File: src/fetch_pkg.sv
`default_nettype none

package fetch_pkg;

  // ========================================
  // address and data widths
  // ========================================

  // byte address
  typedef logic [31:0] pc_t;

  // one instruction word
  typedef logic [31:0] inst_t;

  // four words with word 0 in the low bits
  typedef logic [127:0] line_t;

  // pc[31:4] that names one line
  typedef logic [27:0] line_tag_t;

  // ========================================
  // fetch side storage
  // ========================================

  // one prefetched line with the tag it was read from
  typedef struct packed {
    line_tag_t tag;
    line_t     line;
  } line_entry_t;

endpackage

`default_nettype wire

File: src/bus_pkg.sv
`default_nettype none

package bus_pkg;

  // ========================================
  // memory bus encodings
  // ========================================

  typedef enum logic {
    OP_READ_LINE  = 1'b0,
    OP_WRITE_WORD = 1'b1
  } bus_op_e;

  // only OKAY is ever returned by line_mem
  typedef enum logic [1:0] {
    RESP_OKAY = 2'b00,
    RESP_ERR  = 2'b10
  } bus_resp_e;

  // ========================================
  // request and response payloads
  // ========================================

  typedef struct packed {
    bus_op_e              op;
    fetch_pkg::line_tag_t addr;
    logic [1:0]           word;
    logic [31:0]          wdata;
    // one bit per word of the line
    logic [3:0]           wstrb;
  } bus_req_t;

  typedef struct packed {
    fetch_pkg::line_t data;
    bus_resp_e        resp;
  } bus_rsp_t;

  typedef enum logic [1:0] {
    ARB_IDLE    = 2'd0,
    ARB_MEM_REQ = 2'd1,
    ARB_MEM_RSP = 2'd2
  } arb_state_e;

endpackage

`default_nettype wire

File: src/data_port.sv
`timescale 1ns/1ns
`default_nettype none

module data_port (
  input  logic              clk,
  input  logic              rst_n,
  input  logic              dreq_valid_i,
  output logic              dreq_ready_o,
  input  bus_pkg::bus_op_e  dreq_op_i,
  input  fetch_pkg::pc_t    daddr_i,
  input  logic [31:0]       dwdata_i,
  output logic              drsp_valid_o,
  input  logic              drsp_ready_i,
  output logic [31:0]       drdata_o,
  output logic              req_valid_o,
  input  logic              req_ready_i,
  output bus_pkg::bus_req_t req_o,
  input  logic              rsp_valid_i,
  output logic              rsp_ready_o,
  input  bus_pkg::bus_rsp_t rsp_i
);

  // init keeps dreq_ready_o low through reset
  typedef enum logic [2:0] {
    DP_INIT = 3'd0,
    DP_IDLE = 3'd1,
    DP_REQ  = 3'd2,
    DP_RSP  = 3'd3,
    DP_DONE = 3'd4
  } dp_state_e;

  dp_state_e        state_q;
  bus_pkg::bus_op_e op_q;
  fetch_pkg::pc_t   addr_q;
  logic [31:0]      wdata_q;
  logic [31:0]      rdata_q;
  logic [1:0]       word_idx;
  logic             dreq_fire;
  logic             rsp_fire;

  assign word_idx  = addr_q[3:2];
  assign dreq_fire = dreq_valid_i & dreq_ready_o;
  assign rsp_fire  = rsp_valid_i & rsp_ready_o;

  assign dreq_ready_o = (state_q == DP_IDLE);
  assign req_valid_o  = (state_q == DP_REQ);
  assign rsp_ready_o  = (state_q == DP_RSP);
  assign drsp_valid_o = (state_q == DP_DONE);
  assign drdata_o     = rdata_q;

  always_comb begin
    req_o       = '0;
    req_o.op    = op_q;
    req_o.addr  = addr_q[31:4];
    req_o.word  = word_idx;
    req_o.wdata = wdata_q;
    // one-hot word strobe for stores only
    if (op_q == bus_pkg::OP_WRITE_WORD) begin
      req_o.wstrb = 4'b0001 << word_idx;
    end
  end

  always_ff @(posedge clk) begin
    if (rst_n) begin
      state_q <= DP_INIT;
    end else begin
      case (state_q)
        DP_INIT: state_q <= DP_IDLE;
        DP_IDLE: if (dreq_fire) state_q <= DP_REQ;
        DP_REQ:  if (req_valid_o && req_ready_i) state_q <= DP_RSP;
        DP_RSP:  if (rsp_fire) state_q <= DP_DONE;
        DP_DONE: if (drsp_ready_i) state_q <= DP_IDLE;
        default: state_q <= DP_INIT;
      endcase
    end
  end

  // request capture and load word select
  always_ff @(posedge clk) begin
    if (dreq_fire) begin
      op_q    <= dreq_op_i;
      addr_q  <= daddr_i;
      wdata_q <= dwdata_i;
    end
    if (rsp_fire && op_q == bus_pkg::OP_READ_LINE) begin
      rdata_q <= rsp_i.data[{word_idx, 5'b0} +: 32];
    end
  end

endmodule

`default_nettype wire

File: config.mk
export PLATFORM = sky130hd
export DESIGN_NAME = data_port
export DESIGN_NICKNAME = d
export VERILOG_FILES = /design/src/fetch_pkg.sv /design/src/bus_pkg.sv /design/src/data_port.sv
export SDC_FILE = /design/constraint.sdc
export NUM_CORES = 1
export LEC_CHECK = 0
export ABC_AREA = 1
export BUFFER_PORTS_ARGS = -buffer_cell sky130_fd_sc_hd__buf_4
export CAP_MARGIN = 20
export CORE_AREA = 2 2 118 120
export CTS_BUF_LIST = sky130_fd_sc_hd__clkbuf_8
export CTS_CLUSTER_SIZE = 25
export DETAILED_ROUTE_END_ITERATION = 10
export DIE_AREA = 0 0 120 122
export SYNTH_ARGS = -nofsm -noshare
export SYNTH_HDL_FRONTEND = slang
export SYNTH_SLANG_ARGS = --single-unit
export TNS_END_PERCENT = 1
File: constraint.sdc
create_clock -name clk -period 5.7 [get_ports clk]
set_clock_uncertainty 0.15 [all_clocks]
set_input_delay 1.14 -clock clk [delete_from_list [all_inputs] [get_ports clk]]
set_output_delay 1.14 -clock clk [all_outputs]
set_load 0.01 [all_outputs]
[Word level (Yosys, flattened, before mapping)]
Cells that the tools add are included.
Storage, ports and cells
  register bits after elaboration: 100
  bits of input ports: 201
Cells by class
  equality and inequality tests: 8
  shift-type cells: 2
  multiplexer cells: 6
  bitwise gates (word level): 3
  reduce and logical (&&, ||, !) cells: 4
Operators with widths (number)
  128-bit by 8-bit indexed part select with 32-bit output: 1
  3-bit case mux with 5 select lines: 1
  3-bit 2-to-1 mux: 4
  2-bit by 1-bit != test with 1-bit output, second input constant: 4
  3-bit by 2-bit == test with 1-bit output, second input constant: 2
  4-bit 2-to-1 mux: 1
  4-bit AND reduction: 1
  1-bit by 2-bit << shifter with 4-bit output, first input constant: 1
  3-bit by 1-bit == test with 1-bit output, second input constant: 1
  3-bit == test, second input constant: 1
  3-bit logical NOT: 1
  1-bit bitwise AND: 2
  1-bit logical AND: 2
  1-bit NOT: 1

[Logic depth before layout (Yosys ltp)]
  word-level depth: 4
  gate-level depth with buffers: 7
  mapped depth without buffers: 7

[Least setup slack after synthesis]
OpenSTA, ideal clock, no wires.
  kind: in2reg
  start point: input port dreq_valid_i
  end point: register addr_q[10], enable pin
  setup time: 0.484 ns
  data arrival time: 3.808 ns
  setup slack: 1.258 ns
  cell stages on the path: 2
  buffers on the path: 0
  cell sequence: inv_1 > nor2_1
On the way
  longest elaborated chain between the ends: 1
RTL lines
  from (decl): line data_port.sv:7  | input logic dreq_valid_i,
  1-bit bitwise AND: line data_port.sv:42  | assign dreq_fire = dreq_valid_i & dreq_ready_o;
  named net dreq_fire: line data_port.sv:38  | logic dreq_fire;
  to (signal assigned): line data_port.sv:82  | addr_q <= daddr_i;
  to (decl): line data_port.sv:34  | fetch_pkg::pc_t addr_q;
The timed path passes the listed nets, and every way through them passes these cells.
A chain may end at the register's enable or synchronous reset.

==> metrics <==
Clk pwr share=23.9%; area growth from synthesis to layout=64.2%; final hold vios=0; Fmax=329 MHz; Die Ht=122 microns; switching share of total power=28.0%; layout cells sized above 1=55.0%; MaxCap Viol Count=0; Placeable Area=0.0135 sq mm; Psw=513 uW; sum of negative setup slack=0 ns; Num CTS Buffers=9; post-synth cell types=22; slowest stage delay, CP=0.69 ns; DR iter-0 viols=209; DP Cell Count=753; slew margin rel.=36.5%; vias per cell=4.78; yosys warns=0; cells after synthesis=293; WP data arrival=1.75 ns; Synthesized Nets=494; Crit-path slowest cell=edfxtp_1; die area=0.0146 sq mm; Detail Route Antenna Nets=0; commonest non-fill, non-tap cells in the layout=302 x buf_4, 97 x nand3_1, 95 x edfxtp_1, 31 x a22oi_1; Post-CTS Setup Inserts=0; pre-CTS worst setup slack=2.75 ns; Initial Util=29.5%; cell breakdown of the critical path=inv_4 -> nor3_1 -> buf_4; number of hold buffers added after CTS=0; maximum VDD drop=0.145 mV; wire per inst=17.6 microns; drt pass-1 iters=4; Buf/Inv on CP=2; critical-path maximum fanout=35; post-DP HPWL=10.3 mm; DRC Markers=0; GP Congestion=0.982; CP top delay family=flip-flops; Rows=43; Internal=1.32 mW; synthesized flop and latch total=98; RSZ-0062 raised after global routing=no; Ant. Diodes=0; Worst EP required=4.41 ns; kind of critical path=flop to primary output; remaining global-route overflow=0; most common cell after layout, fill and taps aside=buf_4; vias in the first global route=3603; Pins Over Slew Limit=0; syn avg cell area=13.6 sq um; Finished Cell Area=0.00654 sq mm; Seq pwr share=51.0%; sequential share of the synthesized area=73.1%; WHS=0.485 ns; crit end category=primary output; total power=1.83 mW; CTS root buffer=clkbuf_8; Logic pwr share=25.1%; Final Critical Period=3.04 ns; H-Tree Level Count=3; clock slew at reported path FFs=0.09 ns; Finished Core Util=48.4%; CTS tree=done; leakage=2.83 nW; Slew @ Worst Pin=0.950 ns; Mapped Area=0.00398 sq mm; status=complete, no violations; Final period util=53.3%; Nets=785; Die W=120 microns; initial antenna violation count=0; CTS Buffer Depth=2; vias post-DR=3675; Routed Wire Length=13.6 mm; clk_lat worst skew=0.36 ns; GRT Resource Usage Total=18.0%; CP Launch Type=flop; slack of the critical path=2.66 ns; Area after DPL=0.00635 sq mm; post-cts resize count=0; largest net degree at the start of global routing=54; IO Count=304; clock sinks=98; pwr dens=280 mW/mm^2; IO buf count=299; fin cells=769; Final Setup Violations=0; first-pass GRT wire length=19.8 mm; min-delay worst type=flop to flop
-- worst register-to-register path, stage by stage (launching register included) --
cell and delay, ns:
edfxtp_1 0.80, buf_4 0.59, nor2_4 0.31, a22oi_1 0.36, nand3_1 0.13
-- worst paths after layout --
kind	start	to	slack, ns	cells past startpoint
max	addr_q[2]	req_o[1]	2.66	3
min	state_q[2]	state_q[2]	0.49	2
max reg2reg	addr_q[3]	drdata_o[21]	3.10	4
min reg2reg	state_q[2]	state_q[2]	0.49	2
-- layer usage --
metal	vias to the layer above	track usage (%)	part of all wire, %
li1	1705	-	-
met1	1754	22.8	41
met2	185	29.3	50
met3	31	3.75	6.1
met4	0	8.97	3.4
met5	-	0	0
-- synth_stat cells, drive strengths merged --
| master | instances | area, sq um |
|---|---|---|
| nand3 | 97 | 485 |
| edfxtp | 95 | 2850 |
| a22oi | 31 | 233 |
| buf | 20 | 131 |
| nand2 | 13 | 53.8 |
| nor2 | 12 | 62.6 |
| inv | 10 | 40.0 |
| dfxtp | 3 | 60.1 |
| nor3 | 3 | 15.0 |
| a21oi | 2 | 10.0 |
| clkbuf | 2 | 7.51 |
| a31oi | 1 | 6.26 |
| nand3b | 1 | 7.51 |
| nand4 | 1 | 6.26 |
| nor3b | 1 | 7.51 |
| o21ai | 1 | 5.00 |
-- flip-flops by register name (all words and copies together) (netlist names) --
name      flops
drdata_o     32
wdata_q      32
addr_q       30
state_q       3
op_q          1
-- power by group through the flow --
stage | Sequential, mW | Combinational [mW] | Clock (mW)
floorplan | 0.977 | 0.180 | 0
global placement | 0.946 | 0.454 | 0
detailed placement | 0.950 | 0.463 | 0
CTS | 0.934 | 0.465 | 0.455
global route | 0.942 | 0.500 | 0.480
finish | 0.933 | 0.460 | 0.436
-- layout make-up --
| type | instances | area, sq um |
|---|---|---|
| Inverter | 10 | 40.0 |
| Clock inverter | 7 | 63.8 |
| Tap cell | 180 | 225 |
| Sequential cell | 98 | 2910 |
| Fill cell | 1246 | 6960 |
| Clock buffer | 9 | 124 |
| Multi-Input combinational cell | 163 | 907 |
| Timing Repair Buffer | 302 | 2270 |
-- cell families (layout without fill, tap and decap cells) --
kind of cell	Yosys count	after routing	share of synthesized area, %
DFF	98	98	73.1
and+or+nand+nor	128	128	16.0
AOI/OAI and AO/OA	35	35	6.38
buffers and inverters	32	328	4.49
Power figures use the tool's default switching activity.
