===== config.mk =====
export PLATFORM = sky130hd
export DESIGN_NAME = mem_arbiter
export DESIGN_NICKNAME = d
export VERILOG_FILES = /design/src/fetch_pkg.sv /design/src/bus_pkg.sv /design/src/mem_arbiter.sv
export SDC_FILE = /design/constraint.sdc
export NUM_CORES = 1
export LEC_CHECK = 0
export BUFFER_PORTS_ARGS = -buffer_cell sky130_fd_sc_hd__clkbuf_2
export CAP_MARGIN = 5
export CORE_AREA = 2 2 233 235
export CTS_CLUSTER_SIZE = 40
export DETAILED_ROUTE_END_ITERATION = 8
export DIE_AREA = 0 0 235 237
export MAX_ROUTING_LAYER = met4
export SYNTH_ARGS = -nofsm -noshare
export SYNTH_HDL_FRONTEND = slang
export SYNTH_SLANG_ARGS = --single-unit

===== constraint.sdc =====
create_clock -name clk -period 2.1 [get_ports clk]
set_input_delay 0.315 -clock clk [delete_from_list [all_inputs] [get_ports clk]]
set_output_delay 0.315 -clock clk [all_outputs]
set_load 0.01 [all_outputs]

===== src/fetch_pkg.sv =====
`default_nettype none

package fetch_pkg;

  // ========================================
  // address and data widths
  // ========================================

  // byte address
  typedef logic [31:0] pc_t;

  // one instruction word
  typedef logic [31:0] inst_t;

  // four words with word 0 in the low bits
  typedef logic [127:0] line_t;

  // pc[31:4] that names one line
  typedef logic [27:0] line_tag_t;

  // ========================================
  // fetch side storage
  // ========================================

  // one prefetched line with the tag it was read from
  typedef struct packed {
    line_tag_t tag;
    line_t     line;
  } line_entry_t;

endpackage

`default_nettype wire


===== src/bus_pkg.sv =====
`default_nettype none

package bus_pkg;

  // ========================================
  // memory bus encodings
  // ========================================

  typedef enum logic {
    OP_READ_LINE  = 1'b0,
    OP_WRITE_WORD = 1'b1
  } bus_op_e;

  // only OKAY is ever returned by line_mem
  typedef enum logic [1:0] {
    RESP_OKAY = 2'b00,
    RESP_ERR  = 2'b10
  } bus_resp_e;

  // ========================================
  // request and response payloads
  // ========================================

  typedef struct packed {
    bus_op_e              op;
    fetch_pkg::line_tag_t addr;
    logic [1:0]           word;
    logic [31:0]          wdata;
    // one bit per word of the line
    logic [3:0]           wstrb;
  } bus_req_t;

  typedef struct packed {
    fetch_pkg::line_t data;
    bus_resp_e        resp;
  } bus_rsp_t;

  typedef enum logic [1:0] {
    ARB_IDLE    = 2'd0,
    ARB_MEM_REQ = 2'd1,
    ARB_MEM_RSP = 2'd2
  } arb_state_e;

endpackage

`default_nettype wire


===== src/mem_arbiter.sv =====
`timescale 1ns/1ns
`default_nettype none

module mem_arbiter (
  input  logic              clk,
  input  logic              rst_n,
  // fetch buffer side
  input  logic              f_req_valid_i,
  output logic              f_req_ready_o,
  input  bus_pkg::bus_req_t f_req_i,
  output logic              f_rsp_valid_o,
  input  logic              f_rsp_ready_i,
  output bus_pkg::bus_rsp_t f_rsp_o,
  // data port side
  input  logic              d_req_valid_i,
  output logic              d_req_ready_o,
  input  bus_pkg::bus_req_t d_req_i,
  output logic              d_rsp_valid_o,
  input  logic              d_rsp_ready_i,
  output bus_pkg::bus_rsp_t d_rsp_o,
  // memory side
  output logic              m_req_valid_o,
  input  logic              m_req_ready_i,
  output bus_pkg::bus_req_t m_req_o,
  input  logic              m_rsp_valid_i,
  output logic              m_rsp_ready_o,
  input  bus_pkg::bus_rsp_t m_rsp_i
);

  bus_pkg::arb_state_e state_q;
  // 1 means the data port
  logic                owner_q;
  logic                last_q;
  logic                grant_d;
  logic                in_req;
  logic                in_rsp;

  assign in_req = (state_q == bus_pkg::ARB_MEM_REQ);
  assign in_rsp = (state_q == bus_pkg::ARB_MEM_RSP);

  // tie goes to whoever lost last time
  always_comb begin
    if (f_req_valid_i && d_req_valid_i) begin
      grant_d = ~last_q;
    end else begin
      grant_d = d_req_valid_i;
    end
  end

  always_ff @(posedge clk) begin
    if (rst_n) begin
      state_q <= bus_pkg::ARB_IDLE;
      owner_q <= 1'b0;
      last_q  <= 1'b1;
    end else begin
      case (state_q)
        bus_pkg::ARB_IDLE: begin
          if (f_req_valid_i || d_req_valid_i) begin
            owner_q <= grant_d;
            last_q  <= grant_d;
            state_q <= bus_pkg::ARB_MEM_REQ;
          end
        end
        bus_pkg::ARB_MEM_REQ: begin
          if (m_req_valid_o && m_req_ready_i) begin
            state_q <= bus_pkg::ARB_MEM_RSP;
          end
        end
        bus_pkg::ARB_MEM_RSP: begin
          if (m_rsp_valid_i && m_rsp_ready_o) begin
            state_q <= bus_pkg::ARB_IDLE;
          end
        end
        default: state_q <= bus_pkg::ARB_IDLE;
      endcase
    end
  end

  // owner request through to memory
  assign m_req_valid_o = in_req & (owner_q ? d_req_valid_i : f_req_valid_i);
  assign m_req_o       = owner_q ? d_req_i : f_req_i;
  assign f_req_ready_o = in_req & ~owner_q & m_req_ready_i;
  assign d_req_ready_o = in_req & owner_q & m_req_ready_i;

  // response back to the owner only
  assign f_rsp_valid_o = in_rsp & ~owner_q & m_rsp_valid_i;
  assign d_rsp_valid_o = in_rsp & owner_q & m_rsp_valid_i;
  assign m_rsp_ready_o = in_rsp & (owner_q ? d_rsp_ready_i : f_rsp_ready_i);
  assign f_rsp_o       = m_rsp_i;
  assign d_rsp_o       = m_rsp_i;

endmodule

`default_nettype wire


After elaboration in Yosys (flattened, before gate mapping)
Cells that the tools add are included.

word-level totals
  flip-flop bits (word level) = 4
  bits of input ports = 272
  output and inout bits = 333
  word-level logic and storage cells = 35

cells by class
  equal/unequal tests = 5
  multiplexer cells = 8
  bitwise logic cells = 12
  reduce and logical (&&, ||, !) cells = 7

operators by type and width
  kind                                                                    count
  67-bit 2-to-1 mux                                                       1
  1-bit bitwise AND                                                       10
  2-bit 2-to-1 mux                                                        3
  2-bit case mux with 3 select lines                                      1
  2-bit by 1-bit != test with 1-bit output (second input constant)        2
  1-bit logical AND                                                       3
  1-bit 2-to-1 mux                                                        3
  3-bit AND reduction                                                     1
  2-bit by 1-bit equality test with 1-bit output (second input constant)  1
  2-bit equality test (second input constant)                             1
  2-bit zero test                                                         1
  2-bit != test (second input constant)                                   1
  1-bit inverter                                                          2
  2-bit AND reduction                                                     1
  1-bit logical OR                                                        1

Longest topological paths before layout
Gate-level depths: netlist (run 1).

  word-level depth = 5
  gate-level depth with buffers = 4

Worst setup path after synthesis (run 1)
Ideal clock, no wire load.

  path kind = register to output
  start = register owner_q
  end = output m_req_o[0] (netlist name)
  data arrival time = 1012 ps
  data required time = 1785 ps
  slack = 773 ps
  stages on the path, launching flop included = 4
  buffers on the path = 2
  cells stage by stage = dfxtp_1 buf_4 buf_2 mux2_2

RTL lines
  what                    line               RTL
  from (decl)             mem_arbiter.sv:32  logic owner_q;
  from (signal assigned)  mem_arbiter.sv:59  owner_q <= grant_d;
  to (decl)               mem_arbiter.sv:24  output bus_pkg::bus_req_t m_req_o,

==> impl_metrics.csv, run 1 <==
group,metric,value,unit
placement,dp_hpwl,11300,um
route,via_per_inst,2.10,
floorplanning,die_area,55700,um2
placement,portBuffers,214,
clock_tree,clkSinkCount,4,
yosys,yosysSeqAreaShare,2.69,%
global_routing,grt_first_pass_wirelength,15600,um
yosys,yosys_warnings,0,
flow_run,cap_violations,0,
worst_setup_path,cp.required,1780,ps
clock_tree,clock_latency,230,ps
worst_setup_path,slowest_delay,400,ps
route,post_drt_wl_per_cell,12.3,um
pwr,peakVddDrop,0.182,mV
yosys,syn-num-nets,636,
floorplanning,die_w,235,um
timing,rsz0062_at_grt,"no",
global_routing,track_usage,4.17,%
worst_setup_path,critPathArrivalTime,1410,ps
timing,setup_viol,0,
clock_tree,cts_setup_buffers,0,
route,ant_nets,0,
clock_tree,cts_buffers,3,
worst_setup_path,start_kind,"register",
timing,fin_skew,3.66,ps
floorplanning,start_util,5.60,%
timing,max_slew_margin,83.4,%
placement,gp_congestion,0.759,
worst_hold_path,hold_class,"in -> reg",
global_routing,overflow,0,
floorplanning,core_area,53300,um2
worst_setup_path,path_class,"reg -> out",
clock_tree,clockRootBuffer,"clkbuf_16",
worst_setup_path,cp_slowest_cell,"mux2_2",
floorplanning,num_io_pins,605,
route,dr.pass1.iters,3,
worst_setup_path,path_cells,"buf_12, mux2_2, clkbuf_2",
yosys,synth_area,2980,um2
timing,final.setup.tns,0,ps
timing,fin_crit_sh,82.0,%
global_routing,grt_start_max_net_pins,39,
worst_setup_path,cp-end-kind,"primary output",
clock_tree,cts_tree,"done",
pwr,power_density,314,nW/um2
final_layout,drive_above_1_share,91.1,%
yosys,synthTopCellsByArea,"buf_4 66%, mux2_2 25%, dfxtp_1 2.7%, buf_2 1.2%, nor2_1 0.76%",
yosys,yosys_register_bits,4,
final_layout,final_area,3050,um2
final_layout,fin_nets,589,
pwr,leakagePower,1.28,nW
clock_tree,postCtsResizedCells,0,
final_layout,syn2layout_area_growth,2.43,%
placement,place_area,2970,um2
timing,fmax,0.581,GHz
clock_tree,ctsHoldBuffers,0,
clock_tree,cts.clk_slew.worst_paths,30,ps
run_status,status,"completed",
timing,period_minus_slack,1720,ps
route,wl,12400,um
global_routing,grt_pass1_vias,2115,
yosys,avgSynthCellArea,8.19,um2
global_routing,antenna_found_initial,4,
floorplanning,num_rows,85,
worst_setup_path,path_max_fanout,38,
timing,slew_viol_final,0,
floorplanning,fp.dieH,237,um
clock_tree,h-tree-depth,1,
timing,final_hold_viol_count,0,
yosys,yosysTopAreaCell,"buf_4",
route,drt-initial-drc-count,33,
final_layout,final_common_cell,"clkbuf_2",
route,vias,2123,
final_layout,layout_common_cells,"214 x clkbuf_2, 67 x mux2_2, 6 x nor2_1",
yosys,syn_inst,364,
final_layout,fillers,6268,
timing,worstMarginPinSlew,245,ps
yosys,synth_top_area_share,65.7,%
yosys,yosysUniqueCellTypes,21,
route,drcViolationCount,0,
clock_tree,clock_path_buffers,2,
final_layout,post-route-util,5.73,%
## final timing paths
| kind | startpoint | cells past startpoint | slack, ps | end |
|---|---|---|---|---|
| hold reg to reg | last_q | 1 | 490 | last_q |
| hold / removal | rst_n | 2 | 300 | owner_q |
| setup reg to reg | state_q[0] | 2 | 930 | last_q |
| setup / recovery | owner_q | 3 | 380 | m_req_o[30] |
## final cells by class
type | count | area, um2 | share of cell area, %
inverter | 2 | 7.51 | 0.246
clock buffer | 4 | 78.8 | 2.58
multi-input combinational | 90 | 900 | 29.5
antenna | 1 | 2.50 | 0.0819
tap | 696 | 871 | 28.5
sequential | 4 | 83.8 | 2.74
timing repair buffer | 216 | 1110 | 36.4
## report_power, final
part | switching [mW] | internal, mW | leakage [nW]
Combinational | 0.252 | 0.305 | 1.21
Clock | 0.0592 | 0.251 | 0.0382
Sequential | 0.00926 | 0.0829 | 0.0338
## cells in the mapped netlist
cell / number
buf_4: 261
nand2_1: 2
or3b_1: 1
o21ai_0: 1
mux2i_1: 2
inv_1: 2
and2b_2: 1
o32ai_1: 1
nand3b_1: 1
a32oi_1: 1
or2_1: 1
a211o_1: 1
nor4b_1: 1
a21oi_1: 1
nor3b_1: 1
nor2b_1: 1
dfxtp_1: 4
nor3_1: 1
buf_2: 7
mux2_2: 67
nor2_1: 6
## through the flow
step / setup slack [ps] / cells / hold slack, ps / total power, mW
after floorplan: 773 / 364 / 384 / 0.867
after global placement: 624 / 1008 / 481 / 0.651
after detailed placement: 612 / 1008 / 483 / 0.654
after CTS: 367 / 1012 / 311 / 0.971
after global routing: 337 / 1013 / 316 / 1.01
final: 379 / 1013 / 305 / 0.959
## kinds of logic after synthesis
kind of cell           share of synthesized area [%]
buffers and inverters                           67.1
muxes                                           26.0
and+or+nand+nor                                 2.98
AOI/OAI and AO/OA                               1.22
DFF                                             2.69
## layer usage
metal	GRT usage [%]	wire, um	up-vias
li1	-	-	813
met5	-	0	-
met3	2.73	2370	79
met2	8.19	6650	396
met1	2.18	2410	835
met4	3.34	1010	0
## worst max-delay path, delay by kind of cell, from the launching register on
kind                   cells  cell delay, ps
buffers and inverters      2             370
muxes                      1             400
DFF                        1             390
## state kept, by name, indices dropped and copies added, names as in the netlist
name / flops
state_q: 2
last_q: 1
owner_q: 1
Note: power is estimated with default switching activity, not from simulation.
==> run 2: changes to the inputs <==
Settings changed: CORE_AREA 2 2 233 235 to 2 2 234 236, DIE_AREA 0 0 235 237 to 0 0 236 238.
Clock period 2.1 ns to 1.75 ns, I/O delays scaled along.
==> run 2 against run 1 <==
  * Utilization about the same
  * Largest cell class unchanged
  * Via count down 1.1%
  * Non-clock buffer count unchanged
  * Highest routed layer unchanged
  * Final cell count up 0.20%
  * Clock skew down 0.62 ps
  * Global-route usage down 0.087 points
  * Die area up 0.85%
  * Critical path depth unchanged
  * Combinational power up 18%
  * Total power up 18%
==> impl_metrics.csv, run 2 (synthesis results as in run 1) <==
group,metric,value,unit
run_status,status,"completed",
global_routing,grt_pass1_vias,2155,
clock_tree,clockRootBuffer,"clkbuf_16",
clock_tree,cts_tree,"done",
route,wl,12400,um
timing,rsz0062_at_grt,"no",
placement,gp_congestion,0.751,
timing,fin_crit_sh,94.2,%
final_layout,regMostFlops,"state_q",
clock_tree,postCtsResizedCells,0,
timing,period_minus_slack,1650,ps
floorplanning,die_area,56200,um2
final_layout,layout_common_cells,"214 x clkbuf_2, 67 x mux2_2, 6 x nor2_1",
worst_setup_path,crit_path_end,"m_req_o[45]",
floorplanning,start_util,5.57,%
final_layout,largest_registers,"state_q (2), last_q (1), owner_q (1)",
floorplanning,core_area,53500,um2
global_routing,antenna_found_initial,4,
worst_setup_path,cp.required,1490,ps
placement,dp_hpwl,11000,um
global_routing,grt_first_pass_wirelength,15300,um
floorplanning,fp.dieH,238,um
route,drcViolationCount,0,
worst_setup_path,crit_path_start,"owner_q",
global_routing,overflow,0,
floorplanning,num_rows,85,
route,post_drt_wl_per_cell,12.2,um
route,wl_met2,6320,um
final_layout,syn2layout_area_growth,2.60,%
placement,placed_cells,1008,
pwr,p_total,1.13,mW
timing,fin_skew,3.03,ps
worst_setup_path,reg2reg_slack,580,ps
clock_tree,ctsHoldBuffers,0,
final_layout,drive_above_1_share,91.1,%
worst_hold_path,whs_path_depth,2,
global_routing,grt_start_max_net_pins,42,
route,wl_met3,2010,um
clock_tree,cts.clk_slew.worst_paths,30,ps
worst_setup_path,path_class,"reg -> out",
pwr,peakVddDrop,0.182,mV
route,via_per_inst,2.07,
timing,slew_viol_final,0,
worst_hold_path,hold_class,"in -> reg",
pwr,leakagePower,1.28,nW
clock_tree,cts_setup_buffers,0,
final_layout,final_common_cell,"clkbuf_2",
worst_setup_path,rr_endpoint,"last_q",
route,highest_layer,"met4",
timing,setup_viol,0,
route,drt-initial-drc-count,58,
timing,final.setup.tns,0,ps
clock_tree,h-tree-depth,1,
timing,fmax,0.607,GHz
worst_setup_path,r2r_cells,2,
final_layout,fin_cells,1015,
timing,max_slew_margin,80.4,%
worst_setup_path,reg2reg_from,"state_q[0]",
route,vias,2099,
final_layout,fin_nets,589,
clock_tree,cts_buffers,3,
floorplanning,die_w,236,um
placement,portBuffers,214,
clock_tree,clkSinkCount,4,
timing,setup_ws,102,ps
pwr,power_density,369,nW/um2
clock_tree,clock_path_buffers,2,
worst_setup_path,critPathArrivalTime,1390,ps
timing,worstMarginPinSlew,294,ps
floorplanning,num_io_pins,605,
route,drt-met1-wl,2700,um
final_layout,largest_reg_flops,2,
worst_setup_path,start_kind,"register",
global_routing,track_usage,4.09,%
worst_setup_path,cp-end-kind,"primary output",
route,dr.pass1.iters,4,
flow_run,cap_violations,0,
clock_tree,clock_latency,220,ps
timing,final_hold_viol_count,0,
placement,preCtsSetupSlack,347,ps
worst_setup_path,path_max_fanout,41,
route,ant_nets,0,
==> run 2: cell count changes in the layout (fill, tap and decap cells not counted), sizes merged <==
cell and delta:
diode +2
==> run 2: routing by layer <==
layer  track usage [%]  vias up
met5                 -        -
li1                  -      818
met1              2.16      804
met3              2.09       93
met2              7.88      384
met4              4.56        0
==> run 2: power by group <==
| part | internal (mW) | leakage, nW | switching (mW) | total (mW) |
|---|---|---|---|---|
| clock | 0.301 | 0.0382 | 0.0650 | 0.366 |
| sequential | 0.0994 | 0.0338 | 0.00961 | 0.109 |
| combinational | 0.366 | 1.21 | 0.289 | 0.655 |
| total | 0.766 | 1.28 | 0.364 | 1.13 |
==> run 2: cell type report <==
cell class,instances,area [um2]
Antenna cell,3,7.51
Clock buffer,4,78.8
Fill cell,6314,50400
Tap cell,696,871
Multi-Input combinational cell,90,900
Inverter,2,7.51
Sequential cell,4,83.8
Timing Repair Buffer,216,1110
==> run 2: worst max-delay path, stage by stage, from the launching register on <==
cell and delay (ps):
dfxtp_4 360, buf_12 220, mux2_2 380, clkbuf_2 130
==> run 2: how the worst min path moves through the flow <==
stage	start	end	slack (ps)
after global routing	rst_n	owner_q	270
after detailed placement	last_q	last_q	480
final	rst_n	owner_q	250
after CTS	rst_n	owner_q	250
after floorplan	rst_n	state_q[1]	330
after global placement	last_q	last_q	480
==> run 2: per-stage QoR <==
step                      hold WS (ps)  utilization (%)  cell area, um2
after floorplan                    332                -            2980
after global placement             475             5.56            2970
after detailed placement           483             5.56            2970
after CTS                          248             5.70            3050
after global routing               274             5.72            3060
final                              249             5.72            3060
