### config.mk
export PLATFORM = sky130hd
export DESIGN_NAME = fetch_buffer
export DESIGN_NICKNAME = d
export VERILOG_FILES = /design/src/fetch_pkg.sv /design/src/bus_pkg.sv /design/src/fetch_buffer.sv /design/src/line_fifo.sv
export SDC_FILE = /design/constraint.sdc
export NUM_CORES = 1
export LEC_CHECK = 0
export BUFFER_PORTS_ARGS = -buffer_cell sky130_fd_sc_hd__clkbuf_2
export CORE_MARGIN = 4
export CORE_UTILIZATION = 42
export CTS_CLUSTER_SIZE = 16
export DETAILED_ROUTE_END_ITERATION = 16
export GPL_ROUTABILITY_DRIVEN = 1
export PLACE_DENSITY = 0.61
export SETUP_SLACK_MARGIN = 0.3
export SLEW_MARGIN = 10
export SYNTH_ARGS = -nofsm -noshare
export SYNTH_HDL_FRONTEND = slang
export SYNTH_SLANG_ARGS = --single-unit
### constraint.sdc
create_clock -name clk -period 5.47 [get_ports clk]
set_input_delay 0.2735 -clock clk [delete_from_list [all_inputs] [get_ports clk]]
set_output_delay 0.2735 -clock clk [all_outputs]
set_load 0.02 [all_outputs]
### src/fetch_pkg.sv
`default_nettype none

package fetch_pkg;

  // ========================================
  // address and data widths
  // ========================================

  // byte address
  typedef logic [31:0] pc_t;

  // one instruction word
  typedef logic [31:0] inst_t;

  // four words with word 0 in the low bits
  typedef logic [127:0] line_t;

  // pc[31:4] that names one line
  typedef logic [27:0] line_tag_t;

  // ========================================
  // fetch side storage
  // ========================================

  // one prefetched line with the tag it was read from
  typedef struct packed {
    line_tag_t tag;
    line_t     line;
  } line_entry_t;

endpackage

`default_nettype wire

### src/bus_pkg.sv
`default_nettype none

package bus_pkg;

  // ========================================
  // memory bus encodings
  // ========================================

  typedef enum logic {
    OP_READ_LINE  = 1'b0,
    OP_WRITE_WORD = 1'b1
  } bus_op_e;

  // only OKAY is ever returned by line_mem
  typedef enum logic [1:0] {
    RESP_OKAY = 2'b00,
    RESP_ERR  = 2'b10
  } bus_resp_e;

  // ========================================
  // request and response payloads
  // ========================================

  typedef struct packed {
    bus_op_e              op;
    fetch_pkg::line_tag_t addr;
    logic [1:0]           word;
    logic [31:0]          wdata;
    // one bit per word of the line
    logic [3:0]           wstrb;
  } bus_req_t;

  typedef struct packed {
    fetch_pkg::line_t data;
    bus_resp_e        resp;
  } bus_rsp_t;

  typedef enum logic [1:0] {
    ARB_IDLE    = 2'd0,
    ARB_MEM_REQ = 2'd1,
    ARB_MEM_RSP = 2'd2
  } arb_state_e;

endpackage

`default_nettype wire

### src/fetch_buffer.sv
`timescale 1ns/1ns
`default_nettype none

module fetch_buffer #(
  parameter fetch_pkg::pc_t RESET_PC   = 32'h0000_0000,
  parameter int             FIFO_DEPTH = 4
) (
  input  logic              clk,
  input  logic              rst_n,
  input  fetch_pkg::pc_t    pc_i,
  input  logic              jmp_flush_i,
  output logic              inst_valid_o,
  output fetch_pkg::inst_t  inst_o,
  output logic              req_valid_o,
  input  logic              req_ready_i,
  output bus_pkg::bus_req_t req_o,
  input  logic              rsp_valid_i,
  output logic              rsp_ready_o,
  input  bus_pkg::bus_rsp_t rsp_i
);

  typedef enum logic {
    FB_IDLE = 1'b0,
    FB_WAIT = 1'b1
  } fb_state_e;

  fb_state_e              state_q;
  fetch_pkg::line_tag_t   pc_tag;
  fetch_pkg::line_tag_t   pf_tag_q;
  fetch_pkg::line_tag_t   req_tag_q;
  logic                   discard_q;
  logic                   req_fire;
  logic                   rsp_fire;
  logic                   fifo_push;
  logic                   fifo_pop;
  logic                   fifo_empty;
  logic                   fifo_full;
  logic                   head_valid;
  fetch_pkg::line_entry_t push_entry;
  fetch_pkg::line_entry_t head;

  assign pc_tag   = pc_i[31:4];
  assign req_fire = req_valid_o & req_ready_i;
  assign rsp_fire = rsp_valid_i & rsp_ready_o;

  // ========================================
  // prefetch requests
  // ========================================

  // one line read in flight at most
  assign req_valid_o = (state_q == FB_IDLE) & ~fifo_full;
  assign rsp_ready_o = (state_q == FB_WAIT);

  always_comb begin
    req_o      = '0;
    req_o.op   = bus_pkg::OP_READ_LINE;
    req_o.addr = pf_tag_q;
  end

  always_ff @(posedge clk) begin
    if (rst_n) begin
      state_q <= FB_IDLE;
    end else begin
      case (state_q)
        FB_IDLE: begin
          if (req_fire) begin
            state_q <= FB_WAIT;
          end
        end
        FB_WAIT: begin
          if (rsp_fire) begin
            state_q <= FB_IDLE;
          end
        end
        default: state_q <= FB_IDLE;
      endcase
    end
  end

  // next line to ask for unless a jump redirects it
  always_ff @(posedge clk) begin
    if (rst_n) begin
      pf_tag_q <= RESET_PC[31:4];
    end else if (jmp_flush_i) begin
      pf_tag_q <= pc_tag;
    end else if (req_fire) begin
      pf_tag_q <= pf_tag_q + 1'b1;
    end
  end

  // tag of the line currently in flight
  always_ff @(posedge clk) begin
    if (req_fire) begin
      req_tag_q <= pf_tag_q;
    end
  end

  // marks a read in flight that a jump made stale
  always_ff @(posedge clk) begin
    if (rst_n) begin
      discard_q <= 1'b0;
    end else if (jmp_flush_i && ((state_q == FB_WAIT && !rsp_fire) || req_fire)) begin
      discard_q <= 1'b1;
    end else if (rsp_fire) begin
      discard_q <= 1'b0;
    end
  end

  // ========================================
  // line FIFO and instruction select
  // ========================================

  assign fifo_push  = rsp_fire & ~discard_q & ~jmp_flush_i;
  assign push_entry = '{tag: req_tag_q, line: rsp_i.data};

  // drop lines the pc has moved past
  assign fifo_pop = ~fifo_empty & (head.tag != pc_tag);

  line_fifo #(
    .DEPTH (FIFO_DEPTH)
  ) u_line_fifo (
    .clk         (clk),
    .rst_n       (rst_n),
    .flush_i     (jmp_flush_i),
    .push_i      (fifo_push),
    .push_data_i (push_entry),
    .pop_i       (fifo_pop),
    .head_o      (head),
    .empty_o     (fifo_empty),
    .full_o      (fifo_full)
  );

  // head is usable from the bypass too
  assign head_valid   = ~fifo_empty | fifo_push;
  assign inst_valid_o = head_valid & (head.tag == pc_tag);
  assign inst_o       = head.line[{pc_i[3:2], 5'b0} +: 32];

endmodule

`default_nettype wire

### src/line_fifo.sv
`timescale 1ns/1ns
`default_nettype none

module line_fifo #(
  parameter int DEPTH = 4
) (
  input  logic                   clk,
  input  logic                   rst_n,
  input  logic                   flush_i,
  input  logic                   push_i,
  input  fetch_pkg::line_entry_t push_data_i,
  input  logic                   pop_i,
  output fetch_pkg::line_entry_t head_o,
  output logic                   empty_o,
  output logic                   full_o
);

  localparam int AW = $clog2(DEPTH);

  fetch_pkg::line_entry_t entries_q [DEPTH];

  // extra msb is the wrap bit
  logic [AW:0] wr_ptr_q;
  logic [AW:0] rd_ptr_q;
  logic        do_push;
  logic        do_pop;

  assign empty_o = (wr_ptr_q == rd_ptr_q);
  assign full_o  = (wr_ptr_q[AW] != rd_ptr_q[AW]) &&
                   (wr_ptr_q[AW-1:0] == rd_ptr_q[AW-1:0]);

  assign do_push = push_i & ~full_o;
  assign do_pop  = pop_i & ~empty_o;

  always_ff @(posedge clk) begin
    if (do_push) begin
      entries_q[wr_ptr_q[AW-1:0]] <= push_data_i;
    end
  end

  always_ff @(posedge clk) begin
    if (rst_n || flush_i) begin
      wr_ptr_q <= '0;
      rd_ptr_q <= '0;
    end else begin
      if (do_push) begin
        wr_ptr_q <= wr_ptr_q + 1'b1;
      end
      if (do_pop) begin
        rd_ptr_q <= rd_ptr_q + 1'b1;
      end
    end
  end

  // bypass so a line lands at the head in the cycle it arrives
  assign head_o = (empty_o && push_i) ? push_data_i : entries_q[rd_ptr_q[AW-1:0]];

endmodule

`default_nettype wire

**Word level (Yosys, flattened, before mapping)**

Memory sizes are Yosys's and may differ from the RTL's. A register that Yosys moved wholly into a read port is not among the register bits.
Index checks and enable logic that the tools add are counted.
Widths: inputs -> output; s select.

- Reduce and logical (&&, ||, !) cells: 9
- Muxes and demuxes: 12
- Bitwise gates (word level): 15
- $add $sub $neg: 3
- Shift-type cells: 1
- Eq/ne operators: 5

Operators with widths:

| cell | count |
|---|---|
| $mux 156 | 1 |
| $shiftx 128x8->32 | 1 |
| $mux 28 | 2 |
| $add 28x1->28 const B | 1 |
| $eq 28x28->1 | 1 |
| $ne 28x28->1 | 1 |
| $and 1x1->1 | 9 |
| $add 3x1->3 const B | 2 |
| $mux 1 | 6 |
| $not 1->1 | 5 |
| $logic_and 1x1->1 | 4 |
| $mux 2 | 2 |
| $reduce_bool 2->1 | 2 |
| $eq 3x3->1 | 1 |
| $eq 2x2->1 | 1 |
| $logic_or 1x1->1 | 2 |
| $pmux 1 s2 | 1 |
| $logic_not 1->1 | 1 |
| $ne 1x1->1 | 1 |
| $or 1x1->1 | 1 |

- RAM bits: 624
- Register bits: 64
- Input port bits: 167
- Output and inout port bits: 102
- Memories kept: 1
- Logic and storage cells: 52

Memories:

| name | depth | bits a word | rd ports | clocked after Yosys merged registers in | write ports | RTL line | source |
|---|---|---|---|---|---|---|---|
| u_line_fifo.entries_q | 4 | 156 | 1 | 1 | 1 | line_fifo.sv:20 | `fetch_pkg::line_entry_t entries_q [DEPTH];` |

**Depth between registers and ports, before layout**

Gate-level depths: netlist of run 1.

- Depth after elaboration: 10
- Mapped depth: 9
- Depth with buffers taken out: 8

**Modules after synthesis**

From an unflattened synthesis of run 1, not the netlist that was laid out.

- Cell total of the unflattened synthesis: 1431
- Area total of the unflattened synthesis: 29265.6 sq um

Modules (own cells, without submodules):

| module | area an instance (sq um) | instances | cells each |
|---|---|---|---|
| line_fifo | 25311.8 | 1 | 1057 |
| fetch_buffer | 3953.8 | 1 | 374 |

**Worst setup path before layout of run 1**

Ideal clock, no wire load.

- Path type: reg-to-reg
- Start point: reg state_q (netlist: rsp_ready_o)
- End point: mem u_line_fifo.entries_q[3][0] (netlist bit), enable pin
- Setup slack: -0.032 ns
- Buffers on the path: 0
- Clock period less this slack: 5.502 ns
- Cell stages (with the launch flop): 5
- Data required time: 4.934 ns
- Library setup time: 0.536 ns
- Data arrival time: 4.966 ns
- Cell sequence: dfxtp_1 -> nand2_1 -> or3_1 -> a31oi_1 -> and2_1

- Longest elaborated chain between the ends: 6

RTL lines:

| item | RTL line | source |
|---|---|---|
| start, declared | fetch_buffer.sv:27 | `fb_state_e state_q;` |
| start signal, assigned | fetch_buffer.sv:62 | `state_q <= FB_IDLE;` |
| start signal, assigned | fetch_buffer.sv:67 | `state_q <= FB_WAIT;` |
| start signal, assigned | fetch_buffer.sv:72 | `state_q <= FB_IDLE;` |
| $and 1x1->1 | fetch_buffer.sv:44 | `assign rsp_fire = rsp_valid_i & rsp_ready_o;` |
| $and 1x1->1 (2 in a row) | fetch_buffer.sv:113 | `assign fifo_push = rsp_fire & ~discard_q & ~jmp_flush_i;` |
| $and 1x1->1 | line_fifo.sv:32 | `assign do_push = push_i & ~full_o;` |
| $mux 1 | line_fifo.sv:36 | `if (do_push) begin` |
| $mux 1 (implied by the code) | line_fifo.sv:37 | `entries_q[wr_ptr_q[AW-1:0]] <= push_data_i;` |
| end, declared | line_fifo.sv:20 |  |

Every way passes these cells.

**Worst setup path after layout of run 1**

- Start point: reg u_line_fifo.wr_ptr_q[0]
- End point: out inst_valid_o

- Longest elaborated chain between the ends: 5
- Elaborated cells between the ends (all ways): 7
- Those cells by class: eq/ne (2); mux (1); bitwise (3); reduce/logical (1)

RTL lines:

| item | RTL line | source |
|---|---|---|
| start, declared | line_fifo.sv:23 | `logic [AW:0] wr_ptr_q;` |
| start signal, assigned | line_fifo.sv:47 | `wr_ptr_q <= wr_ptr_q + 1'b1;` |
| $eq 3x3->1 * | line_fifo.sv:28 | `assign empty_o = (wr_ptr_q == rd_ptr_q);` |
| $logic_and 1x1->1 | line_fifo.sv:56 | `assign head_o = (empty_o && push_i) ? push_data_i : entries_q[rd_ptr_q[AW-1:0]];` |
| $mux 156 | line_fifo.sv:56 |  |
| $eq 28x28->1 | fetch_buffer.sv:135 | `assign inst_valid_o = head_valid & (head.tag == pc_tag);` |
| $and 1x1->1 * | fetch_buffer.sv:135 |  |
| end, declared | fetch_buffer.sv:12 | `output logic inst_valid_o,` |

Mark *: on every way between the ends. The rest lies on a longest branch, timed or not.

==> summary by stage, run 1 <==
Critical path
The setup slack on the worst flop-to-flop path is roughly 2200 ps. Traced cell by cell, the critical path runs through xnor2_2 -> nand4_4 -> buf_4 -> mux2i_1 -> xnor2_1 -> nor4_1 -> and3_1 -> nand2_1 -> a21oi_1 -> clkbuf_2. The type of destination of the critical path is an output pin. The peak per-stage delay on the critical path is approximately 550 ps. For the worst setup path, the data arrival time is 3840 ps. The critical path contains buffers and inverters numbering 2 combined.

Of all nets on the critical path, the largest fanout is 24. The kind of cell with the highest combined delay along the critical path is simple AND/OR/NAND/NOR gates. The worst setup path startpoint is u_line_fifo.wr_ptr_q[0]$_SDFFE_PP0P_. The type of the worst setup path is reg -> out.

The startpoint identified for the worst register-to-register timing path is u_line_fifo.wr_ptr_q[0]$_SDFFE_PP0P_. The cell at the slowest stage of the critical path is sky130_fd_sc_hd__nand4_4. The cell count of the worst reg-to-reg path is 9. The critical path runs through a total of 10 cells. STA puts the critical path data required time at 5200 ps. The startpoint type of the worst setup path is a flop.

Logic synthesis
The cell area that synthesis handed to floorplanning was about 28000 um^2. The number of synthesized register bits is a little under 700. The post-synthesis cell type count is 42. The synthesized instance count is ~1300.

In this run the mean area of a mapped cell was 21.4 um^2. The Yosys step of the flow raised 0 warnings. Sequential elements use 72.3% of the synthesized area.

Clock tree
The clock tree from TritonCTS is built. No sink is reached through more buffers than the 3 on the longest clock path. After clock tree synthesis, the clock-pin slew on the worst setup and hold paths is about 60 ps. Once the clock tree was built, the setup fixing pass inserted 0 buffers.

The clock network latency to the later pin of the worst-skew pair is ~600 ps. The maximum level of the CTS H-tree is 3. The clock tree root buffer cell is sky130_fd_sc_hd__clkbuf_16. The CTS buffer count is 75.

The CTS sink count is 690.

Drt
The routed wire length per instance is between 20 and 25 um. The average via count per standard cell is 5.34. For this run, the detailed router's first-pass iteration total came to 4. The first routing iteration left 978 violations.

For this block, the routed nets add up to about 60000 um of wire. The remaining design rule violation count is 0. Detailed routing inserted a total of approximately 14000 vias. The post-detailed-route count of antenna-violating nets is 0.

STA
The clock arrives with 23.1 ps of skew. The number of hold-slack violations in the final timing report is 0. Setup repair after global routing left no endpoint under its margin. The count of final max-slew check failures is 0. Subtracting the final worst setup slack from the clock period gives roughly 4100 ps.

The setup total negative slack is 0 ps. The worst pin sits at a relative slew slack of roughly a third. At the pin with the least slew margin, the transition time is around 990 ps.

After layout, the worst path uses 75.1% of the clock period. The number of setup violations in the final report is 0. Based on the critical path, the design can be clocked at up to 243 MHz.

Run
Max-cap violations in this run came to 0.

Layout
Counting the fill cells in the layout gives between 5000 and 6000. In the final layout, the share of cells above drive strength 1 is between 30% and 40%. The multi-input combinational cells in the finished layout cover a total of ~7300 um^2. Compared with the post-synthesis result, the final layout area differs by 21.3%. The final layout net count is roughly 1900. The number of antenna diodes in the final layout is 0. The post-route non-filler standard cell count is ~2700. Across the whole layout, storage elements account for 20300 um^2.

Floorplan
The y dimension of the die is 267 um. The floorplan die area is 71200 um^2. The initial core utilization is 42.5%. The floorplan has 94 rows. The width of the die is 267 um. 269 I/O pins were placed. The area of the core is 66100 um^2.

Hold path
The type of the most critical hold path is in -> reg. The worst-case hold path end point is pf_tag_q[2]$_SDFFE_PP0P_. The worst hold path was traced through 3 stages. The worst hold path begins at pc_i[6].

Power and ir drop
The leakage power summed over all cells is 11.4 nW. The fraction of power spent switching nets is 21.1%. In this run the power density over the cells is about 330 nW/um^2. The analysis attributes to net switching a power of around 2.4 mW.

The worst ir drop on vdd is about 240 uV. The power share of the clock group is around two fifths. The internal power of the cells is 8.79 mW.

Per report_power, the sequential group accounts for 52.8% of the total. The combinational fraction of design power is approximately 5.6%.

Run status
The flow ran to the end, and the final reports show no timing, DRC or antenna violations.

Global route
The total grt overflow is 0. The number of global-route vias before repair is ~16000. The first global-routing pass estimated roughly 92000 um of wire.

In the global route stage, overall resource usage came out at 16.9%. The pin count of the biggest net entering global routing is 85. The number of antenna violations at the first check in global routing was 1.

Place
In this run the tool buffered the top-level ports with ~230 buffer cells. After detailed placement, the design holds a cell count of between 2000 and 2500. The routability congestion estimate is 0.762. The detailed placement HPWL is ~35000 um.
[routing by layer]
metal	part of all wire [%]	track usage, %	vias to the layer above
met2	51	28.7	333
met1	43	22.7	7509
met4	2.0	4.90	2
met3	4.6	2.95	85
met5	0.015	0	-
li1	-	-	6264
[area by class of cell]
type	instances	share of cell area, %
sequential	690	59.6
multi-input combinational	550	21.5
timing repair buffer	413	9.00
clock buffer	93	5.88
tap	864	3.17
clock inverter	37	0.737
inverter	10	0.110
[cell usage in the layout (no fill, tap or decap), types with 14 or more instances in the layout]
cell type and n:
sky130_fd_sc_hd__edfxtp_1 652, sky130_fd_sc_hd__clkbuf_2 223, sky130_fd_sc_hd__mux4_2 220, sky130_fd_sc_hd__dlygate4sd3_1 156
sky130_fd_sc_hd__clkbuf_16 77, sky130_fd_sc_hd__nor2_1 48, sky130_fd_sc_hd__mux2i_1 41, sky130_fd_sc_hd__conb_1 39
sky130_fd_sc_hd__dfxtp_1 36, sky130_fd_sc_hd__mux2_2 32, sky130_fd_sc_hd__xor2_1 30, sky130_fd_sc_hd__xnor2_1 26
sky130_fd_sc_hd__a21oi_1 23, sky130_fd_sc_hd__buf_4 23, sky130_fd_sc_hd__nand2_1 17, sky130_fd_sc_hd__clkinv_1 15
sky130_fd_sc_hd__clkbuf_1 14
[through the flow]
stage          util [%]  cell area (um^2)  worst slack, ps  power, mW  hold slack [ps]
5_1_grt            51.6             34100             1020       11.6             58.8
6_report           51.6             34100             1360       11.1             50.3
3_3_place_gp       45.8             30300             1450       6.52              452
4_1_cts            51.6             34100             1240       11.3             11.0
2_1_floorplan         -             28300             1700       6.32              372
3_5_place_dp       45.8             30300             1470       6.53              467
[worst max path at each step]
| stage | endpoint | slack, ps |
|---|---|---|
| after floorplan | u_line_fifo.entries_q[3][0]$_DFFE_PP_ | 1700 |
| after global placement | inst_valid_o | 1450 |
| after CTS | inst_valid_o | 1240 |
| final | inst_valid_o | 1360 |
| after global routing | inst_valid_o | 1020 |
| after detailed placement | inst_valid_o | 1470 |
[power groups by stage]
stage	clock, mW	sequential (mW)	combinational (mW)
3_5_place_dp	0	6.00	0.532
5_1_grt	5.04	5.89	0.670
2_1_floorplan	0	6.00	0.316
6_report	4.64	5.89	0.620
4_1_cts	4.78	5.89	0.628
3_3_place_gp	0	5.99	0.523
[worst reg2reg max path: stages, from the launching register on]
cell and delay, ps:
sky130_fd_sc_hd__dfxtp_1 380, sky130_fd_sc_hd__xnor2_2 380, sky130_fd_sc_hd__nand4_4 550, sky130_fd_sc_hd__buf_4 540, sky130_fd_sc_hd__mux2i_1 200, sky130_fd_sc_hd__xnor2_1 150, sky130_fd_sc_hd__nor4_1 320, sky130_fd_sc_hd__and3_1 310
sky130_fd_sc_hd__a21oi_2 120, sky130_fd_sc_hd__mux2i_1 230
[what timing repair did]
| item | CTS | global route |
|---|---|---|
| hold buffers | 156 | 0 |
| resized for setup | 0 | 0 |
| endpoints found under the hold margin | 541 | 0 |
[logic make-up after synthesis]
family / after synthesis / synth area share (%)
AO/OA/AOI/OAI: 36 / 0.801
other: 1 / 0.0133
multiplexers: 293 / 20.4
adder cells (fa/ha/maj): 6 / 0.267
buffers and inverters: 113 / 2.16
AND/OR/NAND/NOR: 118 / 2.21
flip-flops: 690 / 72.3
XOR/XNOR: 58 / 1.86
[synthesized netlist by cell type (all sizes together)]
cell | instances | area share, %
xor2 | 30 | 0.93
nor3 | 6 | 0.12
mux2i | 41 | 1.5
a311oi | 1 | 0.093
and3 | 3 | 0.067
nand4 | 10 | 0.28
a21oi | 24 | 0.44
and2 | 6 | 0.13
nand2 | 17 | 0.23
and4 | 3 | 0.093
nor2 | 49 | 0.66
a211oi | 5 | 0.15
mux4 | 220 | 18
or3 | 6 | 0.13
and4bb | 1 | 0.044
clkbuf | 36 | 0.48
nand2b | 2 | 0.071
nand3 | 10 | 0.22
mux2 | 32 | 1.3
buf | 67 | 1.5
dfxtp | 38 | 2.7
inv | 10 | 0.13
o21ai | 4 | 0.071
a31oi | 2 | 0.044
nor4 | 5 | 0.16
xnor2 | 28 | 0.93
edfxtp | 652 | 70
conb | 1 | 0.013
ha | 6 | 0.27
[flip-flops by register name (all words and copies together), names as in the netlist, named ones only]
signal / flops
u_line_fifo.wr_ptr_q: 3
u_line_fifo.rd_ptr_q: 3
discard_q: 1
pf_tag_q: 28
u_line_fifo.entries_q: 624
rsp_ready_o: 1
req_tag_q: 28
Power figures use the tool's default switching activity.
==> inputs of run 2 (changes only) <==
==> constraint.sdc (replaced) <==
create_clock -name clk -period 3.5 [get_ports clk]
set_input_delay 0.175 -clock clk [delete_from_list [all_inputs] [get_ports clk]]
set_output_delay 0.175 -clock clk [all_outputs]
set_load 0.02 [all_outputs]
==> run 2 against run 1 <==
Combinational power grew 68%. Sequential share of layout area down 1.7 points. Sequential power rose by 56%. Final area grew 2.9%. Register-to-register slack got worse by 1400 ps. First-iteration DRC count up 17%. Total power is 54% higher. Via count grew 2.4%.
==> summary by stage, run 2 (same netlist as run 1, synthesis figures left out) <==
Run status
The flow ran to the end, and the final reports show no timing, DRC or antenna violations.

Clock tree
TritonCTS built the clock tree. The clock passes through at most 3 buffers. CTS built an H-tree with a depth of 3. The clock tree root buffer cell is sky130_fd_sc_hd__clkbuf_16. Buffers inserted during clock tree synthesis total 72. The register clock-pin slew on the reported worst setup and hold paths is 60 ps. The CTS sink count is 690.

The clock network latency to the later pin of the worst-skew pair is around 590 ps.

Drt
After detailed routing, the total wire length is between 60000 and 70000 um. The number of search-and-repair iterations in the first detailed-routing pass is 5. The number of violations reported at the end of detailed-routing iteration 0 is about 1100. After detailed routing, the number of remaining DRC violations is 0.

After detailed routing, the number of vias per cell comes to ~5.4. The routed wire length per instance is 23.7 um. The number of vias after detailed routing is about 15000. In this run the remaining antenna-violating nets after routing total 0.

Hold path
In this run the most critical hold path is launched from jmp_flush_i. The type of the most critical hold path is in -> reg.

STA
In the final timing run, aggregate negative setup slack is 0 ps. The number of setup violations in the final report is 0. The number of hold-slack violations in the final timing report was 0. Derived from the worst setup path, the maximum achievable clock frequency is ~300 MHz. The post-route worst hold slack is roughly 160 ps.

The count of final max-slew check failures was 0. The clock period could shrink to approximately 3300 ps. On the final layout, the worst clock skew is 24.5 ps. Setup repair after global routing could not meet its margin everywhere. The worst slew margin relative to its limit is about 45%. The share of the clock period used by the worst path after layout is a little over nine tenths. For the pin with the worst max-slew slack, the measured transition is around 800 ps.

Layout
The flip-flop count of the largest register, all copies and words added is 624. The number of fill cells in the layout is roughly 5200. The final layout net count is 1975. In the layout the commonest cells are 652 x sky130_fd_sc_hd__edfxtp_1, 220 x sky130_fd_sc_hd__mux4_2, 209 x sky130_fd_sc_hd__clkbuf_2. Compared with the post-synthesis result, the final layout area differs by 24.9%. The leading cell type in the layout, fill and taps excluded is sky130_fd_sc_hd__edfxtp_1. Of the cells placed in the final design, the portion with a size suffix greater than 1 is between 30% and 40%.

Global route
Summed over all layers, the global routing overflow is 0. Entering global routing, the biggest net connects 67 pins. The number of global-route vias before repair was around 16000.

The first global-routing pass estimated between 90000 and 100000 um of wire. The total routing usage reported by global routing is between 10% and 20%. The number of antenna violations at the first check in global routing is 2.

Critical path
The startpoint type of the worst setup path is a flop. STA puts the critical path data required time at between 3000 and 4000 ps. STA classifies the critical path endpoint as an output pin.

The arrival time reported for the critical path endpoint is 3130 ps. Of all nets on the critical path, the largest fanout is 6. By startpoint and endpoint, the worst setup path is classified as reg -> out.

Power and ir drop
For this design the static power due to leakage is between 10 and 15 nW. The fraction of power spent switching nets is roughly a fifth. The net switching power is about 3.6 mW. The register share of total power is a little over half. The worst ir drop on vdd is around 430 uV. Dividing total power by cell area gives a power density of ~500 nW/um^2. The internal power of the cells is 13.6 mW. The clock network burns about two fifths of the power.

The combinational fraction of design power is 6.1%.

Place
At the end of routability-driven placement, the weighted congestion stood at 0.806. Input and output buffers added on the ports amount to 225. The HPWL after detailed placement is approximately 37000 um.

Floorplan
The cell row count is 94. The die covers 71200 um^2. The top-level I/O count is approximately 270. The area of the core is 66100 um^2.

The initial core utilization is between 40% and 50%. The width of the die is 267 um. In this run the vertical extent of the chip is approximately 270 um.

Run
The number of max-cap violations is 0.
==> run 2: final cells by class <==
class / count / area [um^2] / area share [%]
Timing Repair Buffer: 478 / 4100 / 11.7
Antenna cell: 2 / 5.00 / 0.0143
Tap cell: 864 / 1080 / 3.08
Multi-Input combinational cell: 550 / 7440 / 21.2
Inverter: 10 / 37.5 / 0.107
Clock buffer: 89 / 1920 / 5.46
Sequential cell: 690 / 20400 / 58.0
Clock inverter: 33 / 188 / 0.534
==> run 2: power by group through the flow <==
| stage | logic, mW | registers [mW] | clock network [mW] |
|---|---|---|---|
| 6_report | 1.04 | 9.20 | 6.93 |
| 5_1_grt | 1.12 | 9.20 | 7.50 |
| 4_1_cts | 1.01 | 9.20 | 7.12 |
| 3_5_place_dp | 0.848 | 9.37 | 0 |
| 3_3_place_gp | 0.831 | 9.36 | 0 |
| 2_1_floorplan | 0.493 | 9.38 | 0 |
==> run 2: metrics by stage <==
stage	worst slack, ps	power, mW	cells	util [%]	cell area, um^2
final	192	17.2	2716	53.1	35100
after CTS	125	17.3	2691	52.4	34600
after detailed placement	539	10.2	2399	46.3	30600
after floorplan	-266	9.87	1353	-	28300
after global placement	536	10.2	2399	46.3	30600
after global routing	37.6	17.8	2714	53.1	35100
==> run 2: worst paths after layout <==
| check | end | slack (ps) | depth (start not counted) |
|---|---|---|---|
| setup reg to reg | flop | 750 | 11 |
| setup / recovery | inst_valid_o | 190 | 11 |
| hold / removal | pf_tag_q[13]$_SDFFE_PP0P_ | 160 | 4 |
| hold reg to reg | discard_q$_SDFFE_PP0P_ | 470 | 2 |
==> run 2: what timing repair did <==
item / in CTS / in global routing
pin swaps: 5 / 6
setup buffers: 9 / 14
gates cloned: 4 / 9
endpoints found under the setup margin: 32 / 32
hold buffers: 157 / 0
hold endpoints to repair: 542 / 0
resized for setup: 22 / 70
==> run 2: per-layer routing <==
layer  vias to the layer above  track usage, %  routed length [um]
met1                      7715            23.7               27600
met5                         -               0                   9
met4                         2            4.41                 953
met2                       371            30.2               32900
li1                       6371               -                   -
met3                        75            3.03                2970
==> run 2: worst max-delay path, cell delays in order, from the launching register on <==
cell and delay (ps):
sky130_fd_sc_hd__dfxtp_4 430, sky130_fd_sc_hd__buf_4 140, sky130_fd_sc_hd__buf_6 130, sky130_fd_sc_hd__mux4_2 540, sky130_fd_sc_hd__mux2i_4 210, sky130_fd_sc_hd__xor2_2 210
sky130_fd_sc_hd__nand4_1 130, sky130_fd_sc_hd__nor4_2 280, sky130_fd_sc_hd__buf_4 170, sky130_fd_sc_hd__nand2_2 50, sky130_fd_sc_hd__a21oi_2 120, sky130_fd_sc_hd__buf_6 130
